`config.mk`:
```
export PLATFORM = sky130hd
export DESIGN_NAME = abc80_keyboard
export DESIGN_NICKNAME = d
export VERILOG_FILES = /design/src/design/abc80_key_pkg.sv /design/src/design/ps2_pkg.sv /design/src/design/abc80_keyboard.sv /design/src/design/key_repeat_timer.sv /design/src/design/ps2_key_decoder.sv
export VERILOG_INCLUDE_DIRS = /design/src /design/src/include
export SDC_FILE = /design/constraint.sdc
export NUM_CORES = 1
export LEC_CHECK = 0
export BUFFER_PORTS_ARGS = -buffer_cell sky130_fd_sc_hd__buf_2
export CORE_MARGIN = 4
export CORE_UTILIZATION = 62
export CTS_CLUSTER_DIAMETER = 150
export CTS_CLUSTER_SIZE = 30
export DETAILED_ROUTE_END_ITERATION = 10
export PLACE_DENSITY = 0.89
export SYNTH_ARGS = -nofsm -noshare
export SYNTH_HDL_FRONTEND = slang
export SYNTH_SLANG_ARGS = --single-unit
```
`constraint.sdc`:
```
create_clock -name CLK12 -period 2.9 [get_ports CLK12]
set_input_delay 0.29 -clock CLK12 [delete_from_list [all_inputs] [get_ports CLK12]]
set_output_delay 0.29 -clock CLK12 [all_outputs]
set_load 0.02 [all_outputs]
```
`src/include/abc80_kbd_cfg.svh`:
```
// ======================================================================
// Keyboard timing configuration
// Auto-repeat delays, key-down pulse length and counter width
// ======================================================================
`ifndef ABC80_KBD_CFG_SVH
`define ABC80_KBD_CFG_SVH

// Cycles of CLK12 from the first key-down pulse to the first repeat
`define KBD_FIRST_DELAY  2_000_000

// Cycles between later repeats
`define KBD_REPEAT_DELAY 500_000

// Key-down pulse length count, pulse lasts one cycle more
`define KBD_PULSE_LEN    300_000

`define KBD_CNT_W        24        // Wide enough for the first delay

`endif
```
`src/design/abc80_key_pkg.sv`:
```
// ======================================================================
// ABC80 keyboard side types
// Character code, parallel port byte and repeat counters
// ======================================================================
`include "abc80_kbd_cfg.svh"

package abc80_key_pkg;

	// 7-bit ABC80 character code
	typedef logic [6:0] abc80_char_t;

	// Port A byte, bit 7 key-down, bits 6..0 character
	typedef logic [7:0] key_port_t;

	// Pulse and repeat down-counters
	typedef logic [`KBD_CNT_W-1:0] rep_count_t;

endpackage

```
`src/design/ps2_pkg.sv`:
```
// ======================================================================
// PS/2 input side types and modifier scan codes
// ======================================================================

package ps2_pkg;

	// Raw set 2 scan code as delivered by the PS/2 receiver
	typedef logic [7:0] ps2_code_t;

	// Extended flag above the scan code, the decoder's match key
	typedef logic [8:0] ps2_key_t;

	// ==================================================================
	// Modifier keys
	// ==================================================================
	localparam ps2_key_t PS2_LSHIFT = 9'h012;    // Left Shift
	localparam ps2_key_t PS2_RSHIFT = 9'h059;    // Right Shift

	// Left Ctrl is 0x014, right Ctrl is 0x114, the decoder
	// compares only the code bits so both sides count
	localparam ps2_key_t PS2_CTRL   = 9'h014;

endpackage

```
`src/design/abc80_keyboard.sv`:
```
// ======================================================================
// ABC80 keyboard top level
// Scan code decoder, repeat timer and port A byte
// ======================================================================
`timescale 1ns/100ps
`include "abc80_kbd_cfg.svh"

module abc80_keyboard
	import ps2_pkg::*, abc80_key_pkg::*;
#(
	parameter int unsigned FIRST_DELAY  = `KBD_FIRST_DELAY,
	parameter int unsigned REPEAT_DELAY = `KBD_REPEAT_DELAY,
	parameter int unsigned PULSE_LEN    = `KBD_PULSE_LEN
) (
	input  logic        CLK12,
	input  logic        RESET,
	input  logic        key_strobe,      // One cycle per PS/2 event
	input  logic        key_pressed,
	input  logic        key_extended,    // E0 prefix seen
	input  ps2_code_t   key_code_in,
	output abc80_char_t key_char,
	output logic        key_down,
	output key_port_t   key_port         // Sampled by the PIO port A
);

	logic key_held;

	ps2_key_decoder ps2_key_decoder_inst (
		.clk12        (CLK12),
		.reset        (RESET),
		.key_strobe   (key_strobe),
		.key_pressed  (key_pressed),
		.key_extended (key_extended),
		.key_code_in  (key_code_in),
		.key_held     (key_held),
		.key_char     (key_char)
	);

	key_repeat_timer #(
		.FIRST_DELAY  (FIRST_DELAY),
		.REPEAT_DELAY (REPEAT_DELAY),
		.PULSE_LEN    (PULSE_LEN)
	) key_repeat_timer_inst (
		.clk12    (CLK12),
		.reset    (RESET),
		.key_held (key_held),
		.key_down (key_down)
	);

	assign key_port = {key_down, key_char};

endmodule

```
`src/design/key_repeat_timer.sv`:
```
// ======================================================================
// Key-down pulse generator with initial delay and auto-repeat
// ======================================================================
`timescale 1ns/100ps
`include "abc80_kbd_cfg.svh"

module key_repeat_timer
	import abc80_key_pkg::*;
#(
	parameter int unsigned FIRST_DELAY  = `KBD_FIRST_DELAY,
	parameter int unsigned REPEAT_DELAY = `KBD_REPEAT_DELAY,
	parameter int unsigned PULSE_LEN    = `KBD_PULSE_LEN
) (
	input  logic clk12,
	input  logic reset,
	input  logic key_held,
	output logic key_down
);

	logic       key_held_d;
	logic       key_edge;
	rep_count_t pulse_cnt;
	rep_count_t rep_cnt;

	assign key_edge = key_held & ~key_held_d;    // New key pressed

	always_ff @(posedge clk12) begin
		if (reset) begin
			key_held_d <= 1'b0;
			key_down   <= 1'b0;
			pulse_cnt  <= '0;
			rep_cnt    <= '0;
		end else begin
			key_held_d <= key_held;

			// Pulse length
			if (pulse_cnt != '0)
				pulse_cnt <= pulse_cnt - rep_count_t'(1);
			else
				key_down <= 1'b0;

			// Repeat scheduling, overrides the pulse counter when a pulse starts
			if (key_edge) begin
				key_down  <= 1'b1;
				rep_cnt   <= rep_count_t'(FIRST_DELAY);
				pulse_cnt <= rep_count_t'(PULSE_LEN);
			end else if (rep_cnt != '0) begin
				rep_cnt <= rep_cnt - rep_count_t'(1);
			end else if (key_held) begin
				key_down  <= 1'b1;                       // Auto-repeat
				rep_cnt   <= rep_count_t'(REPEAT_DELAY);
				pulse_cnt <= rep_count_t'(PULSE_LEN);
			end else begin
				key_down  <= 1'b0;                       // Idle, key released
				pulse_cnt <= '0;
			end
		end
	end

endmodule

```
`src/design/ps2_key_decoder.sv`:
```
// ======================================================================
// PS/2 scan code decoder
// Shift and Ctrl tracking, translation to ABC80 character codes
// ======================================================================
`timescale 1ns/100ps

module ps2_key_decoder
	import ps2_pkg::*, abc80_key_pkg::*;
(
	input  logic        clk12,
	input  logic        reset,
	input  logic        key_strobe,
	input  logic        key_pressed,
	input  logic        key_extended,
	input  ps2_code_t   key_code_in,
	output logic        key_held,
	output abc80_char_t key_char
);

	logic        shift;
	logic        ctrl;
	ps2_key_t    ev_key;
	logic        is_shift;
	logic        is_ctrl;
	logic        hit;
	abc80_char_t chr;
	abc80_char_t lower_bit;

	assign ev_key    = {key_extended, key_code_in};
	assign is_shift  = (ev_key == PS2_LSHIFT) || (ev_key == PS2_RSHIFT);
	assign is_ctrl   = (key_code_in == PS2_CTRL[7:0]);    // Either side
	assign lower_bit = {1'b0, ~shift, 5'd0};              // Lower case without Shift

	// ==================================================================
	// Translation table
	// ==================================================================
	always_comb begin
		hit = 1'b1;
		chr = '0;
		casez ({ctrl, shift, ev_key})
			// Letters, Ctrl must be up
			{2'b0?, 9'h01C}: chr = 7'h41 | lower_bit;    // A
			{2'b0?, 9'h032}: chr = 7'h42 | lower_bit;    // B
			{2'b0?, 9'h021}: chr = 7'h43 | lower_bit;    // C
			{2'b0?, 9'h023}: chr = 7'h44 | lower_bit;    // D
			{2'b0?, 9'h024}: chr = 7'h45 | lower_bit;    // E
			{2'b0?, 9'h02B}: chr = 7'h46 | lower_bit;    // F
			{2'b0?, 9'h034}: chr = 7'h47 | lower_bit;    // G
			{2'b0?, 9'h033}: chr = 7'h48 | lower_bit;    // H
			{2'b0?, 9'h043}: chr = 7'h49 | lower_bit;    // I
			{2'b0?, 9'h03B}: chr = 7'h4A | lower_bit;    // J
			{2'b0?, 9'h042}: chr = 7'h4B | lower_bit;    // K
			{2'b0?, 9'h04B}: chr = 7'h4C | lower_bit;    // L
			{2'b0?, 9'h03A}: chr = 7'h4D | lower_bit;    // M
			{2'b0?, 9'h031}: chr = 7'h4E | lower_bit;    // N
			{2'b0?, 9'h044}: chr = 7'h4F | lower_bit;    // O
			{2'b0?, 9'h04D}: chr = 7'h50 | lower_bit;    // P
			{2'b0?, 9'h015}: chr = 7'h51 | lower_bit;    // Q
			{2'b0?, 9'h02D}: chr = 7'h52 | lower_bit;    // R
			{2'b0?, 9'h01B}: chr = 7'h53 | lower_bit;    // S
			{2'b0?, 9'h02C}: chr = 7'h54 | lower_bit;    // T
			{2'b0?, 9'h03C}: chr = 7'h55 | lower_bit;    // U
			{2'b0?, 9'h02A}: chr = 7'h56 | lower_bit;    // V
			{2'b0?, 9'h01D}: chr = 7'h57 | lower_bit;    // W
			{2'b0?, 9'h022}: chr = 7'h58 | lower_bit;    // X
			{2'b0?, 9'h035}: chr = 7'h59 | lower_bit;    // Y
			{2'b0?, 9'h01A}: chr = 7'h5A | lower_bit;    // Z

			// Main row digits
			{2'b00, 9'h016}: chr = 7'h31;
			{2'b00, 9'h01E}: chr = 7'h32;
			{2'b00, 9'h026}: chr = 7'h33;
			{2'b00, 9'h025}: chr = 7'h34;
			{2'b00, 9'h02E}: chr = 7'h35;
			{2'b00, 9'h036}: chr = 7'h36;
			{2'b00, 9'h03D}: chr = 7'h37;
			{2'b00, 9'h03E}: chr = 7'h38;
			{2'b00, 9'h046}: chr = 7'h39;
			{2'b00, 9'h045}: chr = 7'h30;

			// Keypad digits
			{2'b00, 9'h069}: chr = 7'h31;
			{2'b00, 9'h072}: chr = 7'h32;
			{2'b00, 9'h07A}: chr = 7'h33;
			{2'b00, 9'h06B}: chr = 7'h34;
			{2'b00, 9'h073}: chr = 7'h35;
			{2'b00, 9'h074}: chr = 7'h36;
			{2'b00, 9'h06C}: chr = 7'h37;
			{2'b00, 9'h075}: chr = 7'h38;
			{2'b00, 9'h07D}: chr = 7'h39;
			{2'b00, 9'h070}: chr = 7'h30;

			// Shifted digits, Swedish layout
			{2'b01, 9'h016}: chr = 7'h21;    // !
			{2'b01, 9'h01E}: chr = 7'h22;    // "
			{2'b01, 9'h026}: chr = 7'h23;    // #
			{2'b01, 9'h025}: chr = 7'h24;
			{2'b01, 9'h02E}: chr = 7'h25;
			{2'b01, 9'h036}: chr = 7'h26;    // &
			{2'b01, 9'h03D}: chr = 7'h27;
			{2'b01, 9'h03E}: chr = 7'h28;
			{2'b01, 9'h046}: chr = 7'h29;
			{2'b01, 9'h045}: chr = 7'h3D;    // =

			// Editing keys
			{2'b00, 9'h?5A}: chr = 7'h0D;    // Enter, main or keypad
			{2'b00, 9'h029}: chr = 7'h20;    // Space
			{2'b00, 9'h066}: chr = 7'h08;    // Backspace
			{2'b00, 9'h16B}: chr = 7'h08;    // Cursor left
			{2'b00, 9'h174}: chr = 7'h09;    // Cursor right
			{2'b10, 9'h021}: chr = 7'h03;    // Ctrl+C, break
			{2'b10, 9'h022}: chr = 7'h18;    // Ctrl+X

			// Punctuation, unshifted
			{2'b00, 9'h041}: chr = 7'h2C;    // ,
			{2'b00, 9'h049}: chr = 7'h2E;    // .
			{2'b00, 9'h04A}: chr = 7'h2D;    // -
			{2'b00, 9'h04E}: chr = 7'h2B;    // +
			{2'b00, 9'h055}: chr = 7'h60;    // Key left of Backspace
			{2'b00, 9'h054}: chr = 7'h7D;    // Key right of P
			{2'b00, 9'h05B}: chr = 7'h7E;
			{2'b00, 9'h04C}: chr = 7'h7C;    // Key right of L
			{2'b00, 9'h052}: chr = 7'h7B;
			{2'b00, 9'h05D}: chr = 7'h27;
			{2'b00, 9'h00E}: chr = 7'h3C;    // Key left of 1

			// Punctuation, shifted
			{2'b01, 9'h041}: chr = 7'h3B;
			{2'b01, 9'h049}: chr = 7'h3A;
			{2'b01, 9'h04A}: chr = 7'h5F;
			{2'b01, 9'h04E}: chr = 7'h3F;
			{2'b01, 9'h055}: chr = 7'h40;
			{2'b01, 9'h054}: chr = 7'h5D;
			{2'b01, 9'h05B}: chr = 7'h5E;
			{2'b01, 9'h04C}: chr = 7'h5C;
			{2'b01, 9'h052}: chr = 7'h5B;
			{2'b01, 9'h05D}: chr = 7'h2A;
			{2'b01, 9'h00E}: chr = 7'h3E;
			{2'b1?, 9'h00E}: chr = 7'h7F;    // Ctrl, delete

			default:         hit = 1'b0;     // Unknown key, ignored
		endcase
	end

	// ==================================================================
	// Modifier and key state
	// ==================================================================
	always_ff @(posedge clk12) begin
		if (reset) begin
			shift    <= 1'b0;
			ctrl     <= 1'b0;
			key_held <= 1'b0;
			key_char <= '0;
		end else if (key_strobe) begin
			if (is_shift)
				shift <= key_pressed;
			else if (is_ctrl)
				ctrl <= key_pressed;
			else if (hit) begin
				key_held <= key_pressed;    // Release of the same key drops it
				key_char <= chr;
			end
		end
	end

endmodule

```
==> flow_metrics.py, run 1 <==
metrics = {
    "run_status": {
        "outcome": "finished with violations",
        "violations": "DRC",
    },
    "logic_synthesis": {
        "yosysUniqueCellTypes": 74,
        "synth.area.top_cells": "dfxtp_1 (27%), nor2_1 (7.4%), a21oi_1 (5.0%)",
        "synth_area_leader_cell": "dfxtp_1",
        "netlist_area_um2": 4490,
        "seq_area_frac_synth": 0.267,
        "syn_nets": 630,
        "syn_avg_cell_area_um2": 7.33,
        "ys_ff_latch": 60,
        "ys_warn_count": 0,
        "yosysTopAreaCellShare": 0.267,
        "synthFlopType": "dfxtp_1",
        "synth_edf_count": 0,
        "synthCells": 613,
        "async_reset_ff_frac": 0,
    },
    "global_routing": {
        "grtUsageMet3": 0.0965,
        "grt.busiest_layer": "met2",
        "grt_pass1_vias": 4819,
        "grt_max_degree": 31,
        "gr-usage-met1": 0.454,
        "met2_usage": 0.557,
        "grt_pass1_wl_um": 24400,
        "track_usage": 0.353,
        "grt-ovfl-total": 0,
        "antenna_found_initial": 0,
    },
    "timing": {
        "worst_slew_pin_slew_ns": 0.972,
        "finalCriticalPeriod_ns": 2.74,
        "maxSlewHeadroom": 0.343,
        "setup_tns_ns": 0,
        "setup_viol": 0,
        "finalMaxSlewViolations": 0,
        "fin_crit_sh": 0.946,
        "max_freq_mhz": 365,
        "finalHoldViolations": 0,
        "fin_skew_ns": 0.0112,
        "rsz0062_at_grt": "false",
    },
    "routing": {
        "wl_per_cell_um": 20.5,
        "final_antenna_net_count": 0,
        "routed_wl_um": 15300,
        "drc": 23,
        "dr.pass1.iters": 11,
        "drt_iter0_markers": 896,
        "route.vias.total": 5178,
        "routed_via_density": 6.95,
    },
    "setup_path": {
        "r2r-end": "key_repeat_timer_inst.pulse_cnt[18]",
        "crit_start": "key_repeat_timer_inst.rep_cnt[17]",
        "cp_max_fo": 10,
        "r2r_cells": 8,
        "crit_type": "reg -> reg",
        "start_kind": "flip-flop",
        "rr_startpoint": "key_repeat_timer_inst.rep_cnt[17]",
        "cp_slowest_cell": "or4_1",
        "cp.arrival_ns": 2.94,
        "crit_chain": "or4_1 > nor4_2 > and4_1 > nor2_1 > a21oi_2 > nand2b_1 > a21oi_1 > a211oi_1",
        "cp-end-kind": "flip-flop",
        "critPathRequiredTime_ns": 3.10,
        "slowest_delay_ns": 0.62,
        "r2r_setup_slack_ns": 0.16,
    },
    "layout": {
        "syn2layout_area_growth_pct": 11.9,
        "n_antenna_cell": 0,
        "nNetsFinal": 661,
        "drive_gt1_frac": 0.162,
        "finalNonFillerCells": 745,
        "fin_util": 0.728,
    },
    "clock_network": {
        "path_clk_slew_ns": 0.08,
        "cts_tree": "built",
        "numCtsBuffers": 9,
        "cts_hold_buf": 0,
        "clk_root_buffer_cell": "clkbuf_8",
        "cts.htree.levels": 3,
        "cts.path.max_buffers": 2,
        "cts_sinks": 60,
        "clk_latency_ns": 0.34,
    },
    "power_and_ir_drop": {
        "p_leak_nw": 1.98,
        "peakVddDrop_mv": 0.746,
        "power_density_nw_per_um2": 918,
    },
    "min_path": {
        "holdPathStages": 3,
        "hold_path_end": "ps2_key_decoder_inst.shift",
        "min_from": "key_pressed",
        "hold_class": "in -> reg",
    },
    "placed_design": {
        "portBuffers": 28,
        "hpwlAfterDp_um": 10900,
        "dp_cells": 729,
        "place_congestion": 1.15,
    },
    "floorplan": {
        "initial_core_util": 0.650,
        "die_w_um": 93.1,
        "die-area_um2": 8670,
        "rows": 30,
        "core_um2": 6910,
        "num_io_pins": 29,
        "fp.dieH_um": 93.1,
    },
    "job": {
        "cap_violations": 0,
    },
}
==> through the flow <==
step	setup slack (ns)	hold WS [ns]	instance area, µm²	power [mW]
floorplan	0.462	0.432	4490	3.15
finish	0.157	0.255	5030	4.61
CTS	0.228	0.236	5020	4.56
global placement	0.00138	0.463	4820	3.58
detailed placement	0.0198	0.482	4820	3.74
global route	0.000854	0.275	5030	4.95
==> synth_stat cells (3+ instances only) <==
master / number
nand2_1: 52
nor4b_2: 3
dfxtp_1: 60
a31oi_1: 9
or3_1: 7
a32oi_1: 4
clkbuf_1: 20
o211ai_1: 3
xor2_1: 13
o22ai_1: 5
nor2_1: 89
nor2b_1: 6
nand2b_1: 7
nand4_1: 13
a22oi_1: 8
nor4_1: 14
ha_1: 4
xnor2_1: 18
nand3b_1: 5
o41ai_1: 3
and3_1: 7
buf_2: 17
o21ai_0: 21
nand3_1: 33
buf_4: 9
and4b_1: 4
inv_1: 13
a211oi_2: 4
buf_1: 3
a311oi_1: 4
or4_1: 7
and3b_1: 3
nor3_1: 24
nor3b_1: 6
nor4bb_1: 8
a211oi_1: 8
o2111ai_1: 7
a21oi_1: 45
==> timing repair <==
action / CTS / global route
setup endpoints to repair: 0 / 4
setup buffers: 0 / 0
gates resized for setup: 0 / 1
==> worst max path at each step <==
stage | end | slack (ns) | depth (start not counted)
floorplan | ps2_key_decoder_inst.key_char[5] | 0.46 | 10
finish | key_repeat_timer_inst.pulse_cnt[18] | 0.16 | 8
global route | key_repeat_timer_inst.pulse_cnt[18] | 0.0009 | 8
global placement | ps2_key_decoder_inst.key_char[3] | 0.001 | 9
CTS | key_repeat_timer_inst.pulse_cnt[18] | 0.23 | 8
detailed placement | ps2_key_decoder_inst.key_char[6] | 0.02 | 9
==> report_power, final <==
group | total (mW) | switching, mW | internal [mW]
Sequential | 1.40 | 0.279 | 1.12
Clock | 0.778 | 0.375 | 0.403
Combinational | 2.43 | 1.44 | 0.991
==> final cells by class <==
class / instances / area [µm²]
clock buffer: 9 / 124
clock inverter: 7 / 75.1
fill: 562 / 1880
inverter: 14 / 52.6
multi-input combinational: 490 / 3010
sequential: 60 / 1200
tap: 96 / 120
timing repair buffer: 69 / 448
==> state kept, by name, summed over array words and instances, names as in the netlist <==
register,flops
key_repeat_timer_inst.key_down,1
key_repeat_timer_inst.rep_cnt,24
ps2_key_decoder_inst.shift,1
ps2_key_decoder_inst.ctrl,1
key_repeat_timer_inst.key_held_d,1
ps2_key_decoder_inst.key_held,1
key_repeat_timer_inst.pulse_cnt,24
ps2_key_decoder_inst.key_char,7
==> metal layers <==
layer  share of wire  vias up  wire, µm
met1            0.38     2359      5880
met5               0        -         0
met2            0.44      399      6670
met3            0.12      101      1860
li1                -     2319         -
met4           0.057        0       868
==> logic make-up (layout without fill, tap and decap cells) <==
kind of cell,count (synthesis),count (layout),synth area share
AOI/OAI and AO/OA,148,148,0.225
xor gates and xnor gates,31,31,0.0604
adders and majority gates,4,4,0.0111
buffers and inverters,63,99,0.0649
DFF,60,60,0.267
muxes,3,3,0.00696
and+or+nand+nor,304,304,0.365
==> placed cells by master, fill, tap and decap left out, types with 8 or more instances in the layout <==
master    count
a211oi_1      8
a21oi_1      45
a22oi_1       8
a31oi_1       9
buf_2        28
buf_4        41
clkbuf_8      9
dfxtp_1      60
inv_1        13
nand2_1      52
nand3_1      33
nand4_1      13
nor2_1       89
nor3_1       24
nor4_1       13
nor4bb_1      8
o21ai_0      21
xnor2_1      18
xor2_1       13
==> worst max-delay path, delay by kind of cell, from the launching register on <==
kind / cells / cell delay (ns)
simple gates: 5 / 1.59
compound gates: 3 / 0.67
flops: 1 / 0.35
(Power assumes the default switching activity.)
==> inputs of run 2 (changes only) <==
--- a/config.mk
+++ b/config.mk
@@ -14,2 +14,3 @@
 export DETAILED_ROUTE_END_ITERATION = 10
+export MAX_ROUTING_LAYER = met4
 export PLACE_DENSITY = 0.89
@@ -17,2 +18,3 @@
 export SYNTH_HDL_FRONTEND = slang
+export SYNTH_HIERARCHICAL = 1
 export SYNTH_SLANG_ARGS = --single-unit
--- a/constraint.sdc
+++ b/constraint.sdc
@@ -3,2 +3,2 @@
 set_output_delay 0.29 -clock CLK12 [all_outputs]
-set_load 0.02 [all_outputs]
+set_load 0.01 [all_outputs]
==> flow_metrics.py, run 2 <==
metrics = {
    "clock_network": {
        "cts.htree.levels": 3,
        "cts_tree": "built",
        "cts_setup_buffers": 0,
        "path_clk_slew_ns": 0.07,
        "cts_sinks": 60,
        "clk_latency_ns": 0.33,
        "cts_hold_buf": 0,
        "numCtsBuffers": 9,
        "clk_root_buffer_cell": "clkbuf_8",
        "cts.path.max_buffers": 2,
    },
    "logic_synthesis": {
        "seq_area_frac_synth": 0.244,
        "netlist_area_um2": 4920,
        "syn_avg_cell_area_um2": 8.05,
        "synth_area_leader_cell": "dfxtp_1",
        "async_reset_ff_frac": 0,
        "ys_warn_count": 6,
        "syn_nets": 626,
        "ys_ff_latch": 60,
        "synth_edf_count": 0,
        "synthCells": 611,
        "synth_commonest_cells": "nor2_1 (61), dfxtp_1 (60), nand2_1 (42)",
        "yosysTopAreaCellShare": 0.244,
        "yosysMostFrequentCell": "nor2_1",
        "synth.area.top_cells": "dfxtp_1 (24%), nor2_1 (4.7%), mux2i_1 (3.7%)",
        "yosysUniqueCellTypes": 92,
        "synthFlopType": "dfxtp_1",
    },
    "floorplan": {
        "core_um2": 7730,
        "die_w_um": 97.1,
        "die-area_um2": 9420,
        "rows": 32,
        "num_io_pins": 29,
        "fp.dieH_um": 97.1,
        "initial_core_util": 0.637,
    },
    "global_routing": {
        "track_usage": 0.356,
        "grt_max_degree": 32,
        "grt_pass1_wl_um": 27100,
        "grt_pass1_vias": 5304,
        "grt-ovfl-total": 0,
        "antenna_found_initial": 0,
    },
    "timing": {
        "fin_crit_sh": 0.945,
        "finalHoldViolations": 0,
        "worst_slew_pin_slew_ns": 0.802,
        "maxSlewHeadroom": 0.460,
        "max_freq_mhz": 365,
        "fin_skew_ns": 0.0111,
        "setup_viol": 0,
        "setup_tns_ns": 0,
        "finalMaxSlewViolations": 0,
        "rsz0062_at_grt": "false",
        "finalCriticalPeriod_ns": 2.74,
    },
    "run_status": {
        "outcome": "finished with violations",
        "violations": "DRC",
    },
    "power_and_ir_drop": {
        "power_mw": 4.74,
        "p_leak_nw": 2.06,
        "power_density_nw_per_um2": 875,
        "peakVddDrop_mv": 0.372,
    },
    "setup_path": {
        "crit_chain": "or3_1 > a2111oi_2 > a31oi_1 > and3_1 > and3_1 > a31o_1 > buf_4 > a221oi_2",
        "cp.arrival_ns": 2.99,
        "cp_slowest_cell": "or3_1",
        "cp_common_cell": "and3_1",
        "crit_type": "reg -> reg",
        "start_kind": "flip-flop",
        "slowest_delay_ns": 0.63,
        "cp-end-kind": "flip-flop",
        "cp_max_fo": 11,
        "r2r_cells": 8,
        "critPathRequiredTime_ns": 3.15,
    },
    "job": {
        "cap_violations": 0,
    },
    "routing": {
        "route.vias.total": 5468,
        "wl_per_cell_um": 21.9,
        "routed_via_density": 7.34,
        "final_antenna_net_count": 0,
        "dr.pass1.iters": 8,
        "routed_wl_um": 16300,
        "drt_iter0_markers": 667,
        "drc": 1,
    },
    "layout": {
        "reg.largest.list": "key_repeat_timer_inst/pulse_cnt x24, key_repeat_timer_inst/rep_cnt x24, ps2_key_decoder_inst/key_char x7",
        "mostFrequentLayoutCells": "nor2_1 (61), dfxtp_1 (59), nand2_1 (42)",
        "syn2layout_area_growth_pct": 10.1,
        "nNetsFinal": 653,
        "drive_gt1_frac": 0.185,
        "n_antenna_cell": 0,
        "layout_commonest_cell": "nor2_1",
    },
    "placed_design": {
        "hpwlAfterDp_um": 11500,
        "portBuffers": 28,
        "place_congestion": 1.06,
    },
    "min_path": {
        "hold_class": "in -> reg",
        "holdPathStages": 3,
    },
}
[run 2: path summary, 6_finish.rpt]
kind | slack (ns) | to | start
min | 0.22 | ps2_key_decoder_inst/key_held | key_pressed
max reg2reg | 0.16 | ps2_key_decoder_inst/key_char[1] | ps2_key_decoder_inst/shift
max | 0.16 | ps2_key_decoder_inst/key_char[1] | ps2_key_decoder_inst/shift
min reg2reg | 0.49 | ps2_key_decoder_inst/key_char[6] | ps2_key_decoder_inst/key_char[6]
[run 2: power breakdown]
part           switching [mW]  internal (mW)  leakage (nW)  total, mW
Sequential              0.292           1.06         0.490       1.35
Clock                   0.338          0.594         0.122      0.932
Combinational            1.50          0.956          1.44       2.45
Total                    2.13           2.61          2.06       4.74
[run 2: layout make-up]
class | instances | area, µm²
Sequential cell | 60 | 1200
Clock inverter | 6 | 111
Clock buffer | 10 | 138
Tap cell | 102 | 128
Inverter | 12 | 45.0
Multi-Input combinational cell | 491 | 3360
Fill cell | 586 | 2310
Timing Repair Buffer | 64 | 435
[run 2: per-stage QoR]
step                      worst slack (ns)  instances  cell area (µm²)  utilization  hold slack [ns]
after floorplan                      0.509        611             4920            -            0.429
after global placement               0.164        729             5160        0.668            0.454
after detailed placement             0.101        729             5160        0.668            0.484
after CTS                            0.228        745             5410        0.701            0.206
after global routing                0.0736        745             5420        0.701            0.228
final                                0.161        745             5420        0.701            0.217
[run 2: worst max-delay path, delay by kind of cell, from the launching register on]
family,cells,cell delay [ns]
AOI/OAI and AO/OA,4,0.95
buffers and inverters,1,0.14
DFF,1,0.45
and+or+nand+nor,3,1.13
[run 2: metal layers]
| layer | GRT usage | vias to the layer above | part of all wire |
|---|---|---|---|
| met2 | 0.570 | 457 | 0.47 |
| met1 | 0.418 | 2485 | 0.37 |
| li1 | - | 2397 | - |
| met4 | 0.181 | 0 | 0.064 |
| met3 | 0.0833 | 129 | 0.10 |
| met5 | - | - | 0 |
[run 2: what timing repair did]
| action | in CTS | in global routing |
|---|---|---|
| resized for setup | 0 | 2 |
| endpoints found under the setup margin | 0 | 7 |
| hold endpoints to repair | 0 | 0 |
[run 2: kinds of logic (layout without fill, tap and decap cells)]
group,after synthesis,in the layout,share of synthesized area
compound gates,150,150,0.225
xor+xnor,22,22,0.0392
fa+ha+maj,2,2,0.00509
buf+inv,60,92,0.0738
flops,60,60,0.244
mux,20,20,0.0420
simple gates,297,297,0.371
==> inputs of run 3 (changes only) <==
GPL_ROUTABILITY_DRIVEN = 1   (was default)
SYNTH_HIERARCHICAL = default   (was 1)
==> flow_metrics.py, run 3 (same netlist as run 1, synthesis figures left out) <==
metrics = {
    "floorplan": {
        "core_um2": 6910,
        "rows": 30,
        "die_w_um": 93.1,
        "die-area_um2": 8670,
        "initial_core_util": 0.650,
        "fp.dieH_um": 93.1,
        "num_io_pins": 29,
    },
    "power_and_ir_drop": {
        "peakVddDrop_mv": 0.674,
        "internal-power_mw": 2.55,
        "p_comb_frac": 0.524,
        "swShare": 0.449,
        "seq_power_share": 0.304,
        "power_density_nw_per_um2": 914,
        "p_leak_nw": 1.99,
        "power.switching_mw": 2.07,
        "p_clk_frac": 0.172,
    },
    "setup_path": {
        "cp_slowest_cell": "dfxtp_1",
        "cp-end-kind": "flip-flop",
        "r2r-end": "ps2_key_decoder_inst.key_char[3]",
        "crit_type": "reg -> reg",
        "start_kind": "flip-flop",
        "crit_chain": "nor3_1 > a22oi_1 > nor2_1 > or3_1 > nor4_1 > nand4_1 > a21oi_1 > a211oi_2",
        "rr_startpoint": "ps2_key_decoder_inst.shift",
        "r2r_setup_slack_ns": 0.09,
        "slowest_delay_ns": 0.60,
        "critPathRequiredTime_ns": 3.11,
        "cp.arrival_ns": 3.03,
        "cp_max_fo": 10,
        "r2r_cells": 8,
    },
    "global_routing": {
        "grt-ovfl-total": 0,
        "antenna_found_initial": 0,
        "grt_pass1_vias": 4921,
        "track_usage": 0.360,
        "grt_max_degree": 31,
        "grt_pass1_wl_um": 24500,
    },
    "layout": {
        "drive_gt1_frac": 0.164,
        "seqCellArea_um2": 1200,
        "multi_input_area_um2": 3020,
        "finalNonFillerCells": 744,
        "reg.largest.list": "key_repeat_timer_inst.pulse_cnt x24, key_repeat_timer_inst.rep_cnt x24, ps2_key_decoder_inst.key_char x7",
        "num-fill-cells": 523,
        "syn2layout_area_growth_pct": 12.5,
        "mostFrequentLayoutCells": "nor2_1 (89), dfxtp_1 (59), nand2_1 (52)",
        "nNetsFinal": 660,
        "n_antenna_cell": 0,
        "layout_commonest_cell": "nor2_1",
    },
    "timing": {
        "rsz0062_at_grt": "false",
        "setup_viol": 0,
        "finalCriticalPeriod_ns": 2.81,
        "worst_slew_pin_slew_ns": 0.769,
        "worst_hold_slack_ns": 0.254,
        "setup_tns_ns": 0,
        "maxSlewHeadroom": 0.484,
        "max_freq_mhz": 355,
        "finalMaxSlewViolations": 0,
        "finalHoldViolations": 0,
        "fin_crit_sh": 0.970,
        "fin_skew_ns": 0.0146,
    },
    "routing": {
        "dr.pass1.iters": 8,
        "drt_iter0_markers": 927,
        "drc": 0,
        "routed_wl_um": 15400,
        "routed_via_density": 7.06,
        "route.vias.total": 5253,
        "wl_per_cell_um": 20.7,
        "final_antenna_net_count": 0,
    },
    "placed_design": {
        "place_congestion": 1.16,
        "portBuffers": 28,
        "dp_cells": 728,
        "hpwlAfterDp_um": 11000,
    },
    "min_path": {
        "holdPathStages": 3,
        "min_from": "key_pressed",
        "hold_class": "in -> reg",
        "hold_path_end": "ps2_key_decoder_inst.shift",
    },
    "clock_network": {
        "cts_sinks": 60,
        "cts.htree.levels": 3,
        "clk_latency_ns": 0.34,
        "cts.path.max_buffers": 2,
        "cts_tree": "built",
        "clk_root_buffer_cell": "clkbuf_8",
        "cts_hold_buf": 0,
        "numCtsBuffers": 9,
        "path_clk_slew_ns": 0.08,
    },
    "run_status": {
        "outcome": "finished, final reports clean",
    },
    "job": {
        "cap_violations": 0,
    },
}
==> run 3: changes by cell type in the layout (fill, tap and decap cells not counted), sizes merged, moves of 6 or more <==
cell and delta:
nand2 +10, nor2 +27, a21oi +14, nor4bb +6, and4bb -7, nand4b -7
mux2i -16, or3 -8
==> run 3: per-stage QoR <==
stage	power (mW)	area (µm²)	utilization	setup WS (ns)
3_3_place_gp	3.57	4830	0.699	-0.0389
4_1_cts	4.55	5030	0.729	0.204
5_1_grt	4.92	5050	0.732	0.0104
2_1_floorplan	3.14	4490	-	0.463
3_5_place_dp	3.74	4830	0.699	-0.129
6_report	4.62	5050	0.732	0.0856
==> run 3: worst max-delay path by stage <==
stage	cells past startpoint	slack, ns	to	start
5_1_grt	7	0.01	key_repeat_timer_inst.pulse_cnt[8]	key_repeat_timer_inst.pulse_cnt[8]
3_3_place_gp	10	-0.04	ps2_key_decoder_inst.key_char[2]	key_code_in[0]
4_1_cts	9	0.20	ps2_key_decoder_inst.key_char[4]	ps2_key_decoder_inst.ctrl
2_1_floorplan	10	0.46	ps2_key_decoder_inst.key_char[5]	key_code_in[2]
6_report	8	0.09	ps2_key_decoder_inst.key_char[3]	ps2_key_decoder_inst.shift
3_5_place_dp	10	-0.13	ps2_key_decoder_inst.key_char[3]	key_code_in[0]
==> run 3: final cells by class <==
| type | count | area share |
|---|---|---|
| timing repair buffer | 68 | 0.0896 |
| clock buffer | 10 | 0.0272 |
| inverter | 14 | 0.0104 |
| multi-input combinational | 490 | 0.597 |
| clock inverter | 6 | 0.0139 |
| sequential | 60 | 0.238 |
| tap | 96 | 0.0238 |
==> run 3: power groups by stage <==
| stage | sequential, mW | combinational, mW | clock (mW) |
|---|---|---|---|
| finish | 1.41 | 2.42 | 0.793 |
| global route | 1.44 | 2.65 | 0.829 |
| CTS | 1.40 | 2.36 | 0.794 |
| detailed placement | 1.41 | 2.33 | 0 |
| global placement | 1.38 | 2.19 | 0 |
| floorplan | 1.34 | 1.80 | 0 |
==> run 3: critical path, delay by kind of cell (launching register included) <==
family | cells | cell delay (ns)
simple gates | 5 | 1.39
compound gates | 3 | 0.68
flops | 1 | 0.60
==> run 3: what timing repair did <==
| action | CTS | global route |
|---|---|---|
| buffers inserted | 0 | 0 |
| setup endpoints to repair | 0 | 8 |
| resized for setup | 0 | 4 |
==> run 3: per-layer routing <==
metal / vias to the layer above / routed length [µm] / track usage
met5: - / 0 / -
met4: 0 / 901 / 0.183
met3: 126 / 1860 / 0.0869
met2: 420 / 6770 / 0.562
met1: 2378 / 5850 / 0.434
li1: 2329 / - / -
